$ cat config.mk
export PLATFORM = sky130hd
export DESIGN_NAME = zipdbg_top
export DESIGN_NICKNAME = d
export VERILOG_FILES = /design/src/zipdbg_pkg.sv /design/src/dbg_req_if.sv /design/src/dbg_skid.sv /design/src/dbg_axil_intake.sv /design/src/dbg_cpu_ctrl.sv /design/src/dbg_axil_resp.sv /design/src/zipdbg_top.sv
export SDC_FILE = /design/constraint.sdc
export NUM_CORES = 1
export LEC_CHECK = 0
export BUFFER_PORTS_ARGS = -buffer_cell sky130_fd_sc_hd__buf_2
export CAP_MARGIN = 25
export CORE_MARGIN = 3
export CORE_UTILIZATION = 48
export DETAILED_ROUTE_END_ITERATION = 8
export MAX_ROUTING_LAYER = met4
export PLACE_DENSITY = 0.89
export RECOVER_POWER = 100
export SLEW_MARGIN = 10
export SYNTH_ARGS = -nofsm -noshare
export SYNTH_HDL_FRONTEND = slang
export SYNTH_SLANG_ARGS = --single-unit
$ cat constraint.sdc
create_clock -name S_AXI_ACLK -period 2.4 [get_ports S_AXI_ACLK]
set_input_delay 0.24 -clock S_AXI_ACLK [delete_from_list [all_inputs] [get_ports S_AXI_ACLK]]
set_output_delay 0.24 -clock S_AXI_ACLK [all_outputs]
set_load 0.03 [all_outputs]
$ cat src/zipdbg_pkg.sv
// Debug data bus is fixed at 32 bits and every control bit sits in the low byte of the word
package zipdbg_pkg;

	////////////////////////////////////////
	// Bus widths
	////////////////////////////////////////

	// Debug data width, AXI-lite only
	localparam int DBG_DATA_W   = 32;
	// Byte offset bits below the word index
	localparam int DBG_WORD_LSB = 2;

	typedef logic [DBG_DATA_W-1:0]   dbg_word_t;
	typedef logic [DBG_DATA_W/8-1:0] dbg_strb_t;
	// CPU register index, 32 registers
	typedef logic [4:0]              dbg_regsel_t;

	////////////////////////////////////////
	// Address map and bit positions
	////////////////////////////////////////

	// Word address bit, 0 for control and 1 for CPU registers
	localparam int ADDR_SPACE_BIT = 5;

	// Control register bits, same places in the status word
	localparam int HALT_BIT        = 0;
	localparam int HALTED_BIT      = 1;
	localparam int STEP_BIT        = 2;
	localparam int RESET_BIT       = 3;
	localparam int CLEAR_CACHE_BIT = 4;
	localparam int CATCH_BIT       = 5;

	// CPU flags in the status word
	localparam int ST_SLEEP_BIT = 8;
	localparam int ST_GIE_BIT   = 9;
	localparam int ST_INT_BIT   = 10;
	localparam int ST_BREAK_BIT = 11;

endpackage

$ cat src/dbg_req_if.sv
// Word addresses must be at least ADDR_SPACE_BIT+1 bits wide for the space select to exist
`timescale 1ns/1ps

interface dbg_req_if #(
	parameter int WA = 6
);
	import zipdbg_pkg::*;

	// Accepted write, valid for one cycle only
	logic            wr_ready;
	logic [WA-1:0]   wr_addr;
	dbg_word_t       wr_data;
	dbg_strb_t       wr_strb;
	// Accepted read, valid for one cycle only
	logic            rd_ready;
	logic [WA-1:0]   rd_addr;
	// Back-pressure from control and response sides
	logic            wr_stall;
	logic            b_free;
	logic            r_free;

	modport intake (output wr_ready, wr_addr, wr_data, wr_strb, rd_ready, rd_addr,
		input wr_stall, b_free, r_free);

	modport ctrl (input wr_ready, wr_addr, wr_data, wr_strb, output wr_stall);

	modport resp (input wr_ready, rd_ready, rd_addr, output b_free, r_free);

endinterface

$ cat src/dbg_skid.sv
// Zero-latency skid buffer with no output register, so o_valid and o_data are combinational
`timescale 1ns/1ps

module dbg_skid #(
	parameter int DW = 8
) (
	input  logic          S_AXI_ACLK,
	input  logic          S_AXI_ARESETN,
	input  logic          i_valid,
	output logic          o_ready,
	input  logic [DW-1:0] i_data,
	output logic          o_valid,
	input  logic          i_ready,
	output logic [DW-1:0] o_data
);

	// Side register, filled only when downstream stalls
	logic          r_valid;
	logic [DW-1:0] r_data;

	always_ff @(posedge S_AXI_ACLK)
	begin
		if (!S_AXI_ARESETN)
			r_valid <= 1'b0;
		else if (i_valid && o_ready && !i_ready)
			r_valid <= 1'b1;
		else if (i_ready)
			r_valid <= 1'b0;
	end

	// Capture whatever is on the input while empty
	always_ff @(posedge S_AXI_ACLK)
	begin
		if (o_ready)
			r_data <= i_data;
	end

	assign o_ready = !r_valid;
	// Held entry goes first, else straight through
	assign o_valid = i_valid || r_valid;
	assign o_data  = r_valid ? r_data : i_data;

	// Offered entry holds still until downstream takes it
	a_skid_hold: assert property (@(posedge S_AXI_ACLK) disable iff (!S_AXI_ARESETN)
		(o_valid && !i_ready) |=> (o_valid && $stable(o_data)));

endmodule

$ cat src/dbg_axil_intake.sv
// Byte address bits are dropped, so every access is treated as a full aligned word
`timescale 1ns/1ps

module dbg_axil_intake #(
	parameter int C_DBG_ADDR_WIDTH = 8
) (
	input  logic                        S_AXI_ACLK,
	input  logic                        S_AXI_ARESETN,
	input  logic                        i_awvalid,
	output logic                        o_awready,
	input  logic [C_DBG_ADDR_WIDTH-1:0] i_awaddr,
	input  logic                        i_wvalid,
	output logic                        o_wready,
	input  zipdbg_pkg::dbg_word_t       i_wdata,
	input  zipdbg_pkg::dbg_strb_t       i_wstrb,
	input  logic                        i_arvalid,
	output logic                        o_arready,
	input  logic [C_DBG_ADDR_WIDTH-1:0] i_araddr,
	dbg_req_if.intake                   req
);
	import zipdbg_pkg::*;

	localparam int WA  = C_DBG_ADDR_WIDTH - DBG_WORD_LSB;
	// Strobe rides along with the data
	localparam int WDW = DBG_DATA_W + DBG_DATA_W/8;

	logic           aw_valid, w_valid, ar_valid;
	logic [WA-1:0]  aw_addr, ar_addr;
	logic [WDW-1:0] w_in, w_out;
	dbg_word_t      w_data;
	dbg_strb_t      w_strb;
	logic           wr_accept, rd_accept;

	assign w_in = {i_wstrb, i_wdata};
	assign {w_strb, w_data} = w_out;

	dbg_skid #(.DW(WA)) awskd_i (.S_AXI_ACLK, .S_AXI_ARESETN,
		.i_valid(i_awvalid), .o_ready(o_awready), .i_data(i_awaddr[C_DBG_ADDR_WIDTH-1:DBG_WORD_LSB]),
		.o_valid(aw_valid), .i_ready(wr_accept), .o_data(aw_addr));

	dbg_skid #(.DW(WDW)) wskd_i (.S_AXI_ACLK, .S_AXI_ARESETN,
		.i_valid(i_wvalid), .o_ready(o_wready), .i_data(w_in),
		.o_valid(w_valid), .i_ready(wr_accept), .o_data(w_out));

	dbg_skid #(.DW(WA)) arskd_i (.S_AXI_ACLK, .S_AXI_ARESETN,
		.i_valid(i_arvalid), .o_ready(o_arready), .i_data(i_araddr[C_DBG_ADDR_WIDTH-1:DBG_WORD_LSB]),
		.o_valid(ar_valid), .i_ready(rd_accept), .o_data(ar_addr));

	// Both halves present and B free
	// Only a real CPU register write waits out a stall
	assign wr_accept = aw_valid && w_valid && req.b_free
		&& ((w_strb == '0) || !aw_addr[ADDR_SPACE_BIT] || !req.wr_stall);
	// One read at a time
	assign rd_accept = ar_valid && req.r_free;

	assign req.wr_ready = wr_accept;
	assign req.wr_addr  = aw_addr;
	assign req.wr_data  = w_data;
	assign req.wr_strb  = w_strb;
	assign req.rd_ready = rd_accept;
	assign req.rd_addr  = ar_addr;

endmodule

$ cat src/dbg_cpu_ctrl.sv
// RESET_DURATION must be at least 1, and a break resets the CPU unless catch is set
`timescale 1ns/1ps

module dbg_cpu_ctrl #(
	parameter int RESET_DURATION = 10,
	parameter bit START_HALTED   = 1'b1
) (
	input  logic                    S_AXI_ACLK,
	input  logic                    S_AXI_ARESETN,
	dbg_req_if.ctrl                 req,
	input  logic                    i_cpu_reset,
	input  logic                    i_break,
	input  logic                    i_dbg_stall,
	output logic                    o_cmd_reset,
	output logic                    o_halt,
	output logic                    o_clear_cache,
	output logic                    o_step,
	output logic                    o_catch,
	output logic                    o_dbg_we,
	output zipdbg_pkg::dbg_regsel_t o_dbg_wreg,
	output zipdbg_pkg::dbg_word_t   o_dbg_wdata
);
	import zipdbg_pkg::*;

	localparam int CW = $clog2(RESET_DURATION + 1);

	logic          cmd_write, cpu_we;
	logic          reset_request, release_request, halt_request;
	logic          step_request, clear_cache_request;
	logic [CW-1:0] reset_counter;
	logic          reset_hold;

	////////////////////////////////////////
	// Command decode
	////////////////////////////////////////

	assign cmd_write = req.wr_ready && !req.wr_addr[ADDR_SPACE_BIT];
	// Only full-word writes reach a CPU register
	assign cpu_we    = req.wr_ready && (req.wr_strb == '1) && req.wr_addr[ADDR_SPACE_BIT];

	// Each bit counts only when its byte lane is strobed
	assign reset_request   = cmd_write && req.wr_strb[RESET_BIT/8] && req.wr_data[RESET_BIT];
	assign release_request = cmd_write && req.wr_strb[HALT_BIT/8] && !req.wr_data[HALT_BIT];
	assign halt_request    = cmd_write && req.wr_strb[HALT_BIT/8] && req.wr_data[HALT_BIT];
	assign step_request    = cmd_write && req.wr_strb[STEP_BIT/8] && req.wr_data[STEP_BIT];
	assign clear_cache_request = cmd_write && req.wr_strb[CLEAR_CACHE_BIT/8]
		&& req.wr_data[CLEAR_CACHE_BIT];

	////////////////////////////////////////
	// Reset hold and CPU reset
	////////////////////////////////////////

	always_ff @(posedge S_AXI_ACLK)
	begin
		if (!S_AXI_ARESETN || i_cpu_reset)
		begin
			reset_counter <= CW'(RESET_DURATION);
			reset_hold    <= 1'b1;
		end
		else
		begin
			if (reset_counter != '0)
				reset_counter <= reset_counter - 1'b1;
			// Drops one cycle ahead of the counter reaching zero
			reset_hold <= (reset_counter > 1);
		end
	end

	always_ff @(posedge S_AXI_ACLK)
	begin
		if (!S_AXI_ARESETN || i_cpu_reset || reset_hold)
			o_cmd_reset <= 1'b1;
		else if (i_break && !o_catch)
			o_cmd_reset <= 1'b1;
		else
			o_cmd_reset <= reset_request;
	end

	////////////////////////////////////////
	// Halt, step, clear-cache, catch
	////////////////////////////////////////

	always_ff @(posedge S_AXI_ACLK)
	begin
		if (!S_AXI_ARESETN)
			o_halt <= START_HALTED;
		else if (i_cpu_reset && !req.wr_ready && !req.wr_stall)
			o_halt <= START_HALTED;
		else
		begin
			// Release only once fully stopped, nothing pending
			if (!o_dbg_we && !i_dbg_stall && (release_request || step_request))
				o_halt <= 1'b0;
			// Later lines win over the release
			if (i_break && o_catch)
				o_halt <= 1'b1;
			if (halt_request && !step_request)
				o_halt <= 1'b1;
			if (cpu_we)
				o_halt <= 1'b1;
			// Step runs one cycle then stops again
			if (o_step)
				o_halt <= 1'b1;
			if (o_clear_cache || clear_cache_request)
				o_halt <= 1'b1;
		end
	end

	always_ff @(posedge S_AXI_ACLK)
	begin
		if (!S_AXI_ARESETN || i_cpu_reset)
			o_step <= 1'b0;
		else if (step_request)
			o_step <= 1'b1;
		else if (!i_dbg_stall)
			o_step <= 1'b0;
	end

	// Needs halt and clear-cache in the same write
	always_ff @(posedge S_AXI_ACLK)
	begin
		if (!S_AXI_ARESETN || o_cmd_reset)
			o_clear_cache <= 1'b0;
		else if (clear_cache_request && halt_request)
			o_clear_cache <= 1'b1;
		else if (o_halt && !i_dbg_stall)
			o_clear_cache <= 1'b0;
	end

	always_ff @(posedge S_AXI_ACLK)
	begin
		if (!S_AXI_ARESETN)
			o_catch <= START_HALTED;
		else if (cmd_write && req.wr_strb[CATCH_BIT/8])
			o_catch <= req.wr_data[CATCH_BIT];
	end

	////////////////////////////////////////
	// CPU register write port
	////////////////////////////////////////

	always_ff @(posedge S_AXI_ACLK)
	begin
		if (!S_AXI_ARESETN)
			o_dbg_we <= 1'b0;
		else if (!req.wr_stall)
			o_dbg_we <= cpu_we;
	end

	always_ff @(posedge S_AXI_ACLK)
	begin
		if (!req.wr_stall)
		begin
			o_dbg_wreg  <= req.wr_addr[4:0];
			o_dbg_wdata <= req.wr_data;
		end
	end

	// Write held until the CPU stops stalling
	assign req.wr_stall = o_dbg_we && i_dbg_stall;

	// Counter and registered reset stay in step
	a_reset_hold: assert property (@(posedge S_AXI_ACLK) disable iff (!S_AXI_ARESETN)
		(reset_counter != '0) |-> o_cmd_reset);

endmodule

$ cat src/dbg_axil_resp.sv
// CPU register reads take two cycles and the core must answer o_dbg_rreg one cycle later
`timescale 1ns/1ps

module dbg_axil_resp (
	input  logic                    S_AXI_ACLK,
	input  logic                    S_AXI_ARESETN,
	dbg_req_if.resp                 req,
	output logic                    o_bvalid,
	input  logic                    i_bready,
	output logic                    o_rvalid,
	input  logic                    i_rready,
	output zipdbg_pkg::dbg_word_t   o_rdata,
	output zipdbg_pkg::dbg_regsel_t o_dbg_rreg,
	input  zipdbg_pkg::dbg_word_t   i_dbg_rdata,
	input  logic                    i_dbg_stall,
	input  logic                    i_break,
	input  logic                    i_interrupt,
	input  logic [1:0]              i_dbg_cc,
	input  logic                    i_cmd_reset,
	input  logic                    i_halt,
	input  logic                    i_catch
);
	import zipdbg_pkg::*;

	dbg_word_t status;
	// CPU read waiting for the core's data
	logic      rd_cpu;

	// Status word, unused bits read as zero
	always_comb
	begin
		status                = '0;
		status[HALT_BIT]      = i_halt;
		status[HALTED_BIT]    = !i_dbg_stall;
		status[RESET_BIT]     = i_cmd_reset;
		status[CATCH_BIT]     = i_catch;
		status[ST_SLEEP_BIT]  = i_dbg_cc[0];
		status[ST_GIE_BIT]    = i_dbg_cc[1];
		status[ST_INT_BIT]    = i_interrupt;
		status[ST_BREAK_BIT]  = i_break;
	end

	// B channel
	always_ff @(posedge S_AXI_ACLK)
	begin
		if (!S_AXI_ARESETN)
			o_bvalid <= 1'b0;
		else if (req.wr_ready)
			o_bvalid <= 1'b1;
		else if (i_bready)
			o_bvalid <= 1'b0;
	end

	assign req.b_free = !o_bvalid || i_bready;

	always_ff @(posedge S_AXI_ACLK)
	begin
		if (!S_AXI_ARESETN)
			rd_cpu <= 1'b0;
		else
			rd_cpu <= req.rd_ready && req.rd_addr[ADDR_SPACE_BIT];
	end

	// R channel, control reads answer at once
	always_ff @(posedge S_AXI_ACLK)
	begin
		if (!S_AXI_ARESETN)
			o_rvalid <= 1'b0;
		else if (!o_rvalid || i_rready)
			o_rvalid <= (req.rd_ready && !req.rd_addr[ADDR_SPACE_BIT]) || rd_cpu;
	end

	always_ff @(posedge S_AXI_ACLK)
	begin
		if (!o_rvalid || i_rready)
			o_rdata <= rd_cpu ? i_dbg_rdata : status;
	end

	assign req.r_free = !rd_cpu && (!o_rvalid || i_rready);
	// Register index goes out on the accept cycle
	assign o_dbg_rreg = req.rd_addr[4:0];

	a_r_stable: assert property (@(posedge S_AXI_ACLK) disable iff (!S_AXI_ARESETN)
		(o_rvalid && !i_rready) |=> (o_rvalid && $stable(o_rdata)));

endmodule

$ cat src/zipdbg_top.sv
// AXI-lite only with no PROT ports, responses are always OKAY and the core attaches below
`timescale 1ns/1ps

module zipdbg_top #(
	parameter int C_DBG_ADDR_WIDTH = 8,
	parameter int RESET_DURATION   = 10,
	parameter bit START_HALTED     = 1'b1
) (
	input  logic                        S_AXI_ACLK,
	input  logic                        S_AXI_ARESETN,
	input  logic                        i_interrupt,
	input  logic                        i_cpu_reset,
	// Debug slave, AXI-lite
	input  logic                        i_s_dbg_awvalid,
	output logic                        o_s_dbg_awready,
	input  logic [C_DBG_ADDR_WIDTH-1:0] i_s_dbg_awaddr,
	input  logic                        i_s_dbg_wvalid,
	output logic                        o_s_dbg_wready,
	input  zipdbg_pkg::dbg_word_t       i_s_dbg_wdata,
	input  zipdbg_pkg::dbg_strb_t       i_s_dbg_wstrb,
	output logic                        o_s_dbg_bvalid,
	input  logic                        i_s_dbg_bready,
	output logic [1:0]                  o_s_dbg_bresp,
	input  logic                        i_s_dbg_arvalid,
	output logic                        o_s_dbg_arready,
	input  logic [C_DBG_ADDR_WIDTH-1:0] i_s_dbg_araddr,
	output logic                        o_s_dbg_rvalid,
	input  logic                        i_s_dbg_rready,
	output zipdbg_pkg::dbg_word_t       o_s_dbg_rdata,
	output logic [1:0]                  o_s_dbg_rresp,
	// CPU debug port
	output logic                        o_halt,
	output logic                        o_clear_cache,
	output logic                        o_step,
	output logic                        o_cmd_reset,
	output logic                        o_dbg_we,
	output zipdbg_pkg::dbg_regsel_t     o_dbg_wreg,
	output zipdbg_pkg::dbg_word_t       o_dbg_wdata,
	output zipdbg_pkg::dbg_regsel_t     o_dbg_rreg,
	input  zipdbg_pkg::dbg_word_t       i_dbg_rdata,
	input  logic                        i_dbg_stall,
	input  logic                        i_break,
	input  logic [1:0]                  i_dbg_cc
);
	import zipdbg_pkg::*;

	localparam int WA = C_DBG_ADDR_WIDTH - DBG_WORD_LSB;

	logic catch;

	dbg_req_if #(.WA(WA)) req ();

	dbg_axil_intake #(.C_DBG_ADDR_WIDTH(C_DBG_ADDR_WIDTH)) intake_i (.S_AXI_ACLK, .S_AXI_ARESETN,
		.i_awvalid(i_s_dbg_awvalid), .o_awready(o_s_dbg_awready), .i_awaddr(i_s_dbg_awaddr),
		.i_wvalid(i_s_dbg_wvalid), .o_wready(o_s_dbg_wready),
		.i_wdata(i_s_dbg_wdata), .i_wstrb(i_s_dbg_wstrb),
		.i_arvalid(i_s_dbg_arvalid), .o_arready(o_s_dbg_arready), .i_araddr(i_s_dbg_araddr),
		.req(req.intake));

	dbg_cpu_ctrl #(.RESET_DURATION(RESET_DURATION), .START_HALTED(START_HALTED)) ctrl_i (
		.S_AXI_ACLK, .S_AXI_ARESETN, .req(req.ctrl),
		.i_cpu_reset, .i_break, .i_dbg_stall,
		.o_cmd_reset, .o_halt, .o_clear_cache, .o_step, .o_catch(catch),
		.o_dbg_we, .o_dbg_wreg, .o_dbg_wdata);

	dbg_axil_resp resp_i (.S_AXI_ACLK, .S_AXI_ARESETN, .req(req.resp),
		.o_bvalid(o_s_dbg_bvalid), .i_bready(i_s_dbg_bready),
		.o_rvalid(o_s_dbg_rvalid), .i_rready(i_s_dbg_rready), .o_rdata(o_s_dbg_rdata),
		.o_dbg_rreg, .i_dbg_rdata, .i_dbg_stall, .i_break, .i_interrupt, .i_dbg_cc,
		.i_cmd_reset(o_cmd_reset), .i_halt(o_halt), .i_catch(catch));

	// OKAY on every response
	assign o_s_dbg_bresp = 2'b00;
	assign o_s_dbg_rresp = 2'b00;

endmodule

# Word level (Yosys, flattened, before mapping)
# Cells that the tools add are included.
# W data, S select, Z words.
[totals]
register_bits = 134
word_cells = 112
[classes]
add_sub_neg = 1
magnitude_cmp = 1
eq_ne = 2
n_mux = 15
bitwise_logic = 1
reduce_logical = 71
[op_table]
columns = ["operator", "count"]
rows = [
  ["$mux W36", 1],
  ["$logic_and A1 B1 Y1", 32],
  ["$logic_not A1 Y1", 17],
  ["$logic_or A1 B1 Y1", 13],
  ["$mux W12", 1],
  ["$mux W6", 2],
  ["$mux W1", 11],
  ["$reduce_bool A2 Y1", 5],
  ["$reduce_or A7 Y1", 1],
  ["$eq A4 B4 Y1 const B", 1],
  ["$gt A4 B1 Y1 const B", 1],
  ["$logic_not A4 Y1", 1],
  ["$reduce_bool A4 Y1", 1],
  ["$sub A4 B1 Y4 const B", 1],
  ["$ne A2 B1 Y1 const B", 1],
  ["$reduce_or A2 Y1", 1],
  ["$not A1 Y1", 1],
]

# Longest topological paths before layout
[logic_depth]
depth_word = 11
depth_mapped = 6
mapped_depth_nobuf = 6

# Modules after synthesis
# A second synthesis with hierarchy kept.
[unflattened]
hier_cells = 302
hier_area_um2 = 4843.4
[by_module_without_submodules]
columns = ["mod", "instances", "cells_each", "area_per_inst_um2", "seq_area_each_um2"]
rows = [
  ["dbg_cpu_ctrl", 1, 93, 1631.6, 1331.3],
  ["dbg_axil_resp", 1, 86, 1397.6, 1021.0],
  ["dbg_skid (intake_i.wskd_i)", 1, 80, 1275.0, 740.7],
  ["dbg_skid (intake_i.arskd_i ...)", 2, 17, 240.2, 140.1],
  ["zipdbg_top", 1, 5, 33.8, 0.0],
  ["dbg_axil_intake", 1, 4, 25.0, 0.0],
]

# Worst setup path after synthesis
# Ideal clock, no wire load.
[synth_timing]
path_type = "register to register"
startpoint = "register ctrl_i.o_dbg_we"
endpoint = "register resp_i.o_bvalid"
t_arrival_ps = 2025
path_slack_ps = 260
path_stages_with_launch = 4
n_path_buf = 0
period_less_slack_ps = 2140
cell_sequence = "dfxtp_1 -> nand2_1 -> o31a_2 -> o21a_1"
[synth_via]
elab_chain_len = 5
[synth_rtl]
columns = ["element", "line_no", "text"]
rows = [
  ["start: declaration", "dbg_cpu_ctrl.sv:19", "output logic o_dbg_we,"],
  ["start signal: assignment", "dbg_cpu_ctrl.sv:147", "o_dbg_we <= cpu_we;"],
  ["$logic_and A1 B1 Y1 (*)", "dbg_cpu_ctrl.sv:160", "assign req.wr_stall = o_dbg_we && i_dbg_stall;"],
  ["$logic_not A1 Y1 (*)", "dbg_axil_intake.sv:52", "&& ((w_strb == '0) || !aw_addr[ADDR_SPACE_BIT] || !req.wr_stall);"],
  ["$logic_or A1 B1 Y1 (*)", "dbg_axil_intake.sv:52", ""],
  ["$logic_and A1 B1 Y1 (*)", "dbg_axil_intake.sv:52", ""],
  ["$mux W1 / $reduce_bool A2 Y1 (equally long branches)", "n/a", ""],
  ["end signal: assignment", "dbg_axil_resp.sv:47", "o_bvalid <= 1'b0;"],
  ["end signal: assignment", "dbg_axil_resp.sv:49", "o_bvalid <= 1'b1;"],
  ["end signal: assignment", "dbg_axil_resp.sv:51", "o_bvalid <= 1'b0;"],
  ["end: declaration", "dbg_axil_resp.sv:8", "output logic o_bvalid,"],
]
# Mark *: on every way between the ends. The rest lies on a longest branch, timed or not.
# A chain may end at the register's enable or synchronous reset.

# Worst setup path in the final report
[layout_timing]
startpoint = "register intake_i.awskd_i.r_valid"
endpoint = "register ctrl_i.o_clear_cache"
[layout_via]
elab_chain_len = 10
[layout_rtl]
columns = ["element", "line_no", "text"]
rows = [
  ["start: declaration", "dbg_skid.sv:18", "logic r_valid;"],
  ["start signal: assignment", "dbg_skid.sv:24", "r_valid <= 1'b0;"],
  ["start signal: assignment", "dbg_skid.sv:26", "r_valid <= 1'b1;"],
  ["start signal: assignment", "dbg_skid.sv:28", "r_valid <= 1'b0;"],
  ["$mux W6 (*)", "n/a", ""],
  ["named net ctrl_i.req.wr_addr[5]", "dbg_req_if.sv:25", "modport ctrl (input wr_ready, wr_addr, wr_data, wr_strb, output wr_stall);"],
  ["$logic_not A1 Y1 (*)", "dbg_axil_intake.sv:52, dbg_cpu_ctrl.sv:37", ""],
  ["$logic_or A1 B1 Y1 (2 in a row)", "dbg_axil_intake.sv:52", ""],
  ["$logic_and A1 B1 Y1", "dbg_axil_intake.sv:52", ""],
  ["$logic_and A1 B1 Y1 (*)", "dbg_cpu_ctrl.sv:37", "assign cmd_write = req.wr_ready && !req.wr_addr[ADDR_SPACE_BIT];"],
  ["$logic_and A1 B1 Y1 (*)", "dbg_cpu_ctrl.sv:44, dbg_cpu_ctrl.sv:46", ""],
  ["$logic_and A1 B1 Y1, on equally long branches", "dbg_cpu_ctrl.sv:47, dbg_cpu_ctrl.sv:44", ""],
  ["$logic_and A1 B1 Y1 (*)", "dbg_cpu_ctrl.sv:124", "else if (clear_cache_request && halt_request)"],
  ["$mux W1 / $reduce_bool A2 Y1 (equally long branches)", "n/a", ""],
  ["end signal: assignment", "dbg_cpu_ctrl.sv:123", "o_clear_cache <= 1'b0;"],
  ["end signal: assignment", "dbg_cpu_ctrl.sv:125", "o_clear_cache <= 1'b1;"],
  ["end signal: assignment", "dbg_cpu_ctrl.sv:127", "o_clear_cache <= 1'b0;"],
  ["end: declaration", "dbg_cpu_ctrl.sv:16", "output logic o_clear_cache,"],
]
# The timed path passes the listed nets; every way through them passes the cells marked *.

==> summary.md <==
| Metric | Value |
|---|---|
| Status | complete, no violations |
| Hold path cells | 2 |
| CTS buffer count | 17 |
| Place WS | 562.2 ps |
| Pleak | between 0.002 and 0.003 uW |
| Largest net degree at the start of global routing | 29 |
| Worst hold endpoint | resp_i.o_rdata[7] |
| Iteration-0 DRC Markers | 175 |
| Vias in the first global route | 3526 |
| Syn Std Cell Area | roughly 0.0048 mm2 |
| Layout cells sized above 1 | about 29% |
| DRC errors left | 0 |
| Clk pin slew, worst setup/hold paths | ~60 ps |
| Vias | approximately 3300 |
| Crit path time final | between 1500 and 2000 ps |
| CP startpoint kind | flop |
| Tightest Hold Check Type | in2reg |
| Routed len/inst | between 15 and 20 um |
| Max-slew violations | 0 |
| Nets | 649 |
| Initial antenna violation count | 0 |
| TritonCTS clock tree | done |
| Core area | 0.009459 mm2 |
| Synth-to-Final Area Change | 40.19% |
| Grt total ovfl | 0 |
| Final worst path period share | 83.05% |
| H-tree levels | 4 |
| Maximum VDD drop | between 0.0004 and 0.0005 V |
| Root Driver | clkbuf_8 |
| Worst-Skew Late Latency | 500 ps |
| Maximum root-to-sink buffer count | 2 |
| CTS Sinks | approximately 130 |
| RR Startpoint | intake_i.awskd_i.r_valid |
| Int Pwr | around 4200 uW |
| R2R setup slack | between 400 and 500 ps |
| Total wire length | approximately 11000 um |
| Sw power | about 1500 uW |
| N_diodes | 0 |
| Avg Vias per Cell | 4.773 |
| Cells on worst reg2reg path | 5 |
| Reg-to-Reg End | ctrl_i.o_clear_cache |
| Worst Path Arrival | 2400 ps |
| Clock skew | 7.334 ps |
| Final Wtd Congestion | approximately 0.80 |
| Pwr Total | ~5700 uW |
| Crit path max-delay family | simple AND/OR/NAND/NOR gates |
| Synth Register Bits | around 130 |
| Die height | 105.8 um |
| Min-delay src | i_dbg_rdata[7] |
| Io pins | roughly 190 |
| Crit end category | flop |
| Max_slew headroom | 39.65% |
| Worst path max stage delay | 540 ps |
| Worst endpoint required time | 2800 ps |
| Setup violators final | 0 |
| Final HPWL DP | ~7700 um |
| Port bufs | 176 |
| Post-Syn Area per Cell | between 15 and 20 um2 |
| Maximum clock frequency | roughly 0.5 GHz |
| DIE AREA | roughly 0.011 mm2 |
| GR Util All Layers | around a fifth |
| Power share of the sequential group | roughly 47% |
| Critical path's slowest cell | dfxtp_1 |
| Cell Chain, Critical Path | mux2i_1 -> inv_1 -> nor4_4 -> a32oi_1 -> nor3b_1 |
| Max_cap viols | 0 |
| Unique masters post-synth | 46 |
| Post-route ant nets | 0 |
| Setup Fix Bufs, Post-CTS | 0 |
| Initial core utilization | between 50% and 60% |
| Count of final hold-check violations | 0 |
| Sw frac | a little over a quarter |
| Setup TNS | 0 ps |
| RSZ-0062 raised after global routing | false |
| Worst slew pin tran | 903.1 ps |
| WP buf/inv | 1 |
| Max FO, Critical Path | 9 |
| First-pass GRT wire length | about 18000 um |
| Setup slack after layout | between 400 and 500 ps |
| Combinational power share | between 10 and 15% |
| Clock power frac | roughly 40% |
| Post-Synthesis Cells | between 300 and 400 |
| Critical setup path kind | reg2reg |
| Seq/Total Area, Yosys | a little over two thirds |
| Row cnt | 35 |
| Ys Warns | 0 |
| Drt pass-1 iters | 4 |
| Die width | around 110 um |
| PwrDens | 858.2 mW/mm2 |
==> synth_stat cells (all sizes together) <==
library cell	number	share of area, %
edfxtp	69	43
dfxtp	65	27
mux2	52	12
and2	24	3.1
buf	15	2.2
inv	9	0.71
nor2	9	0.71
clkbuf	6	0.47
nand2	6	0.47
nand2b	6	0.79
o21ai	6	0.63
mux2i	4	1.1
nor3	4	0.42
nor3b	4	0.73
ha	3	0.79
nor2b	3	0.39
a21boi	2	0.31
nor4	2	0.58
or3	2	0.26
a2111o	1	0.24
a211o	1	0.18
a21oi	1	0.10
a22o	1	0.18
a22oi	1	0.16
a31oi	1	0.13
a32o	1	0.21
a32oi	1	0.18
and4	1	0.21
conb	1	0.078
nand3	1	0.10
nand3b	1	0.16
nand4	1	0.13
o21a	1	0.16
o22ai	1	0.13
o311ai	1	0.18
o31a	1	0.21
o41ai	1	0.18
or2	1	0.13
or3b	1	0.18
xnor2	1	0.18
==> routing by layer <==
| metal | vias to the layer above | GRT usage [%] | share of wire [%] |
|---|---|---|---|
| met2 | 112 | 37.07 | 55 |
| met1 | 1566 | 22.05 | 37 |
| met3 | 31 | 5.144 | 4.3 |
| met5 | - | - | 0 |
| li1 | 1589 | - | - |
| met4 | 0 | 10.45 | 3.2 |
==> kinds of logic (layout without fill, tap and decap cells) <==
group | Yosys count | in the layout | synth area share, %
xor gates and xnor gates | 1 | 1 | 0.1833
AOI/OAI and AO/OA | 21 | 21 | 3.195
muxes | 56 | 56 | 13.35
buffers and inverters | 30 | 277 | 3.404
DFF | 134 | 134 | 70.59
adders and majority gates | 3 | 3 | 0.7856
other | 1 | 4 | 0.07848
and+or+nand+nor | 66 | 66 | 8.405
==> power groups by stage <==
stage	logic [uW]	registers (uW)	clock network, uW
6_report	731	2690	2320
5_1_grt	775	2710	2470
4_1_cts	777	2690	2360
3_5_place_dp	703	2740	0
3_3_place_gp	679	2730	0
2_1_floorplan	257	2950	0
==> registers in the layout, summed over array words and instances, names as in the netlist <==
signal / count
intake_i.awskd_i.r_valid: 1
ctrl_i.o_halt: 1
ctrl_i.reset_hold: 1
resp_i.rd_cpu: 1
resp_i.o_rdata: 32
ctrl_i.o_dbg_wreg: 5
intake_i.arskd_i.r_valid: 1
intake_i.wskd_i.r_data: 36
ctrl_i.o_step: 1
resp_i.o_bvalid: 1
ctrl_i.o_catch: 1
ctrl_i.o_cmd_reset: 1
intake_i.arskd_i.r_data: 6
ctrl_i.o_dbg_wdata: 32
ctrl_i.o_clear_cache: 1
intake_i.wskd_i.r_valid: 1
ctrl_i.o_dbg_we: 1
resp_i.o_rvalid: 1
ctrl_i.reset_counter: 4
intake_i.awskd_i.r_data: 6
==> placed cells by master, fill, tap and decap left out, types with 4 or more instances in the layout <==
cell type      instances
and2_0                17
conb_1                 4
nor3_1                 4
dfxtp_1               65
and2_1                 7
edfxtp_1              69
o21ai_0                6
clkbuf_16             17
nor2_1                 9
mux2_1                19
mux2_2                33
mux2i_1                4
nand2_1                6
clkbuf_1              88
dlygate4sd3_1         55
nor3b_1                4
buf_2                 91
nand2b_1               6
inv_6                  4
inv_1                  9
==> per-stage QoR <==
stage / std cells / util (%) / hold WS, ps / cell area, um2
3_3_place_gp: 604 / 60.73 / 391.7 / 5744
2_1_floorplan: 315 / - / 386.5 / 4790
6_report: 691 / 70.82 / 25.88 / 6699
5_1_grt: 691 / 70.82 / 7.197 / 6699
3_5_place_dp: 604 / 60.73 / 400.9 / 5744
4_1_cts: 691 / 72.26 / 1.152 / 6835
==> worst max path at each step <==
stage / from / depth (start not counted) / endpoint / slack (ps)
after floorplan: ctrl_i.o_dbg_we / 3 / resp_i.o_bvalid / 260
after detailed placement: intake_i.awskd_i.r_valid / 5 / ctrl_i.o_clear_cache / 560
after global routing: intake_i.awskd_i.r_valid / 5 / ctrl_i.o_clear_cache / 180
after global placement: intake_i.awskd_i.r_valid / 5 / ctrl_i.o_halt / 610
after CTS: intake_i.arskd_i.r_valid / 2 / o_dbg_rreg[1] / 510
final: intake_i.awskd_i.r_valid / 5 / ctrl_i.o_clear_cache / 410
==> timing repair <==
item / CTS / global route
hold buffers: 55 / 0
gates resized for setup: 0 / 0
hold endpoints to repair: 55 / 0
==> cell type report <==
class	instances	area (um2)
Clock inverter	12	93.84
Inverter	9	33.78
Multi-Input combinational cell	151	1236
Timing Repair Buffer	236	1354
Fill cell	689	2760
Tap cell	129	161.4
Clock buffer	20	446.7
Sequential cell	134	3373
(Power assumes the default switching activity.)
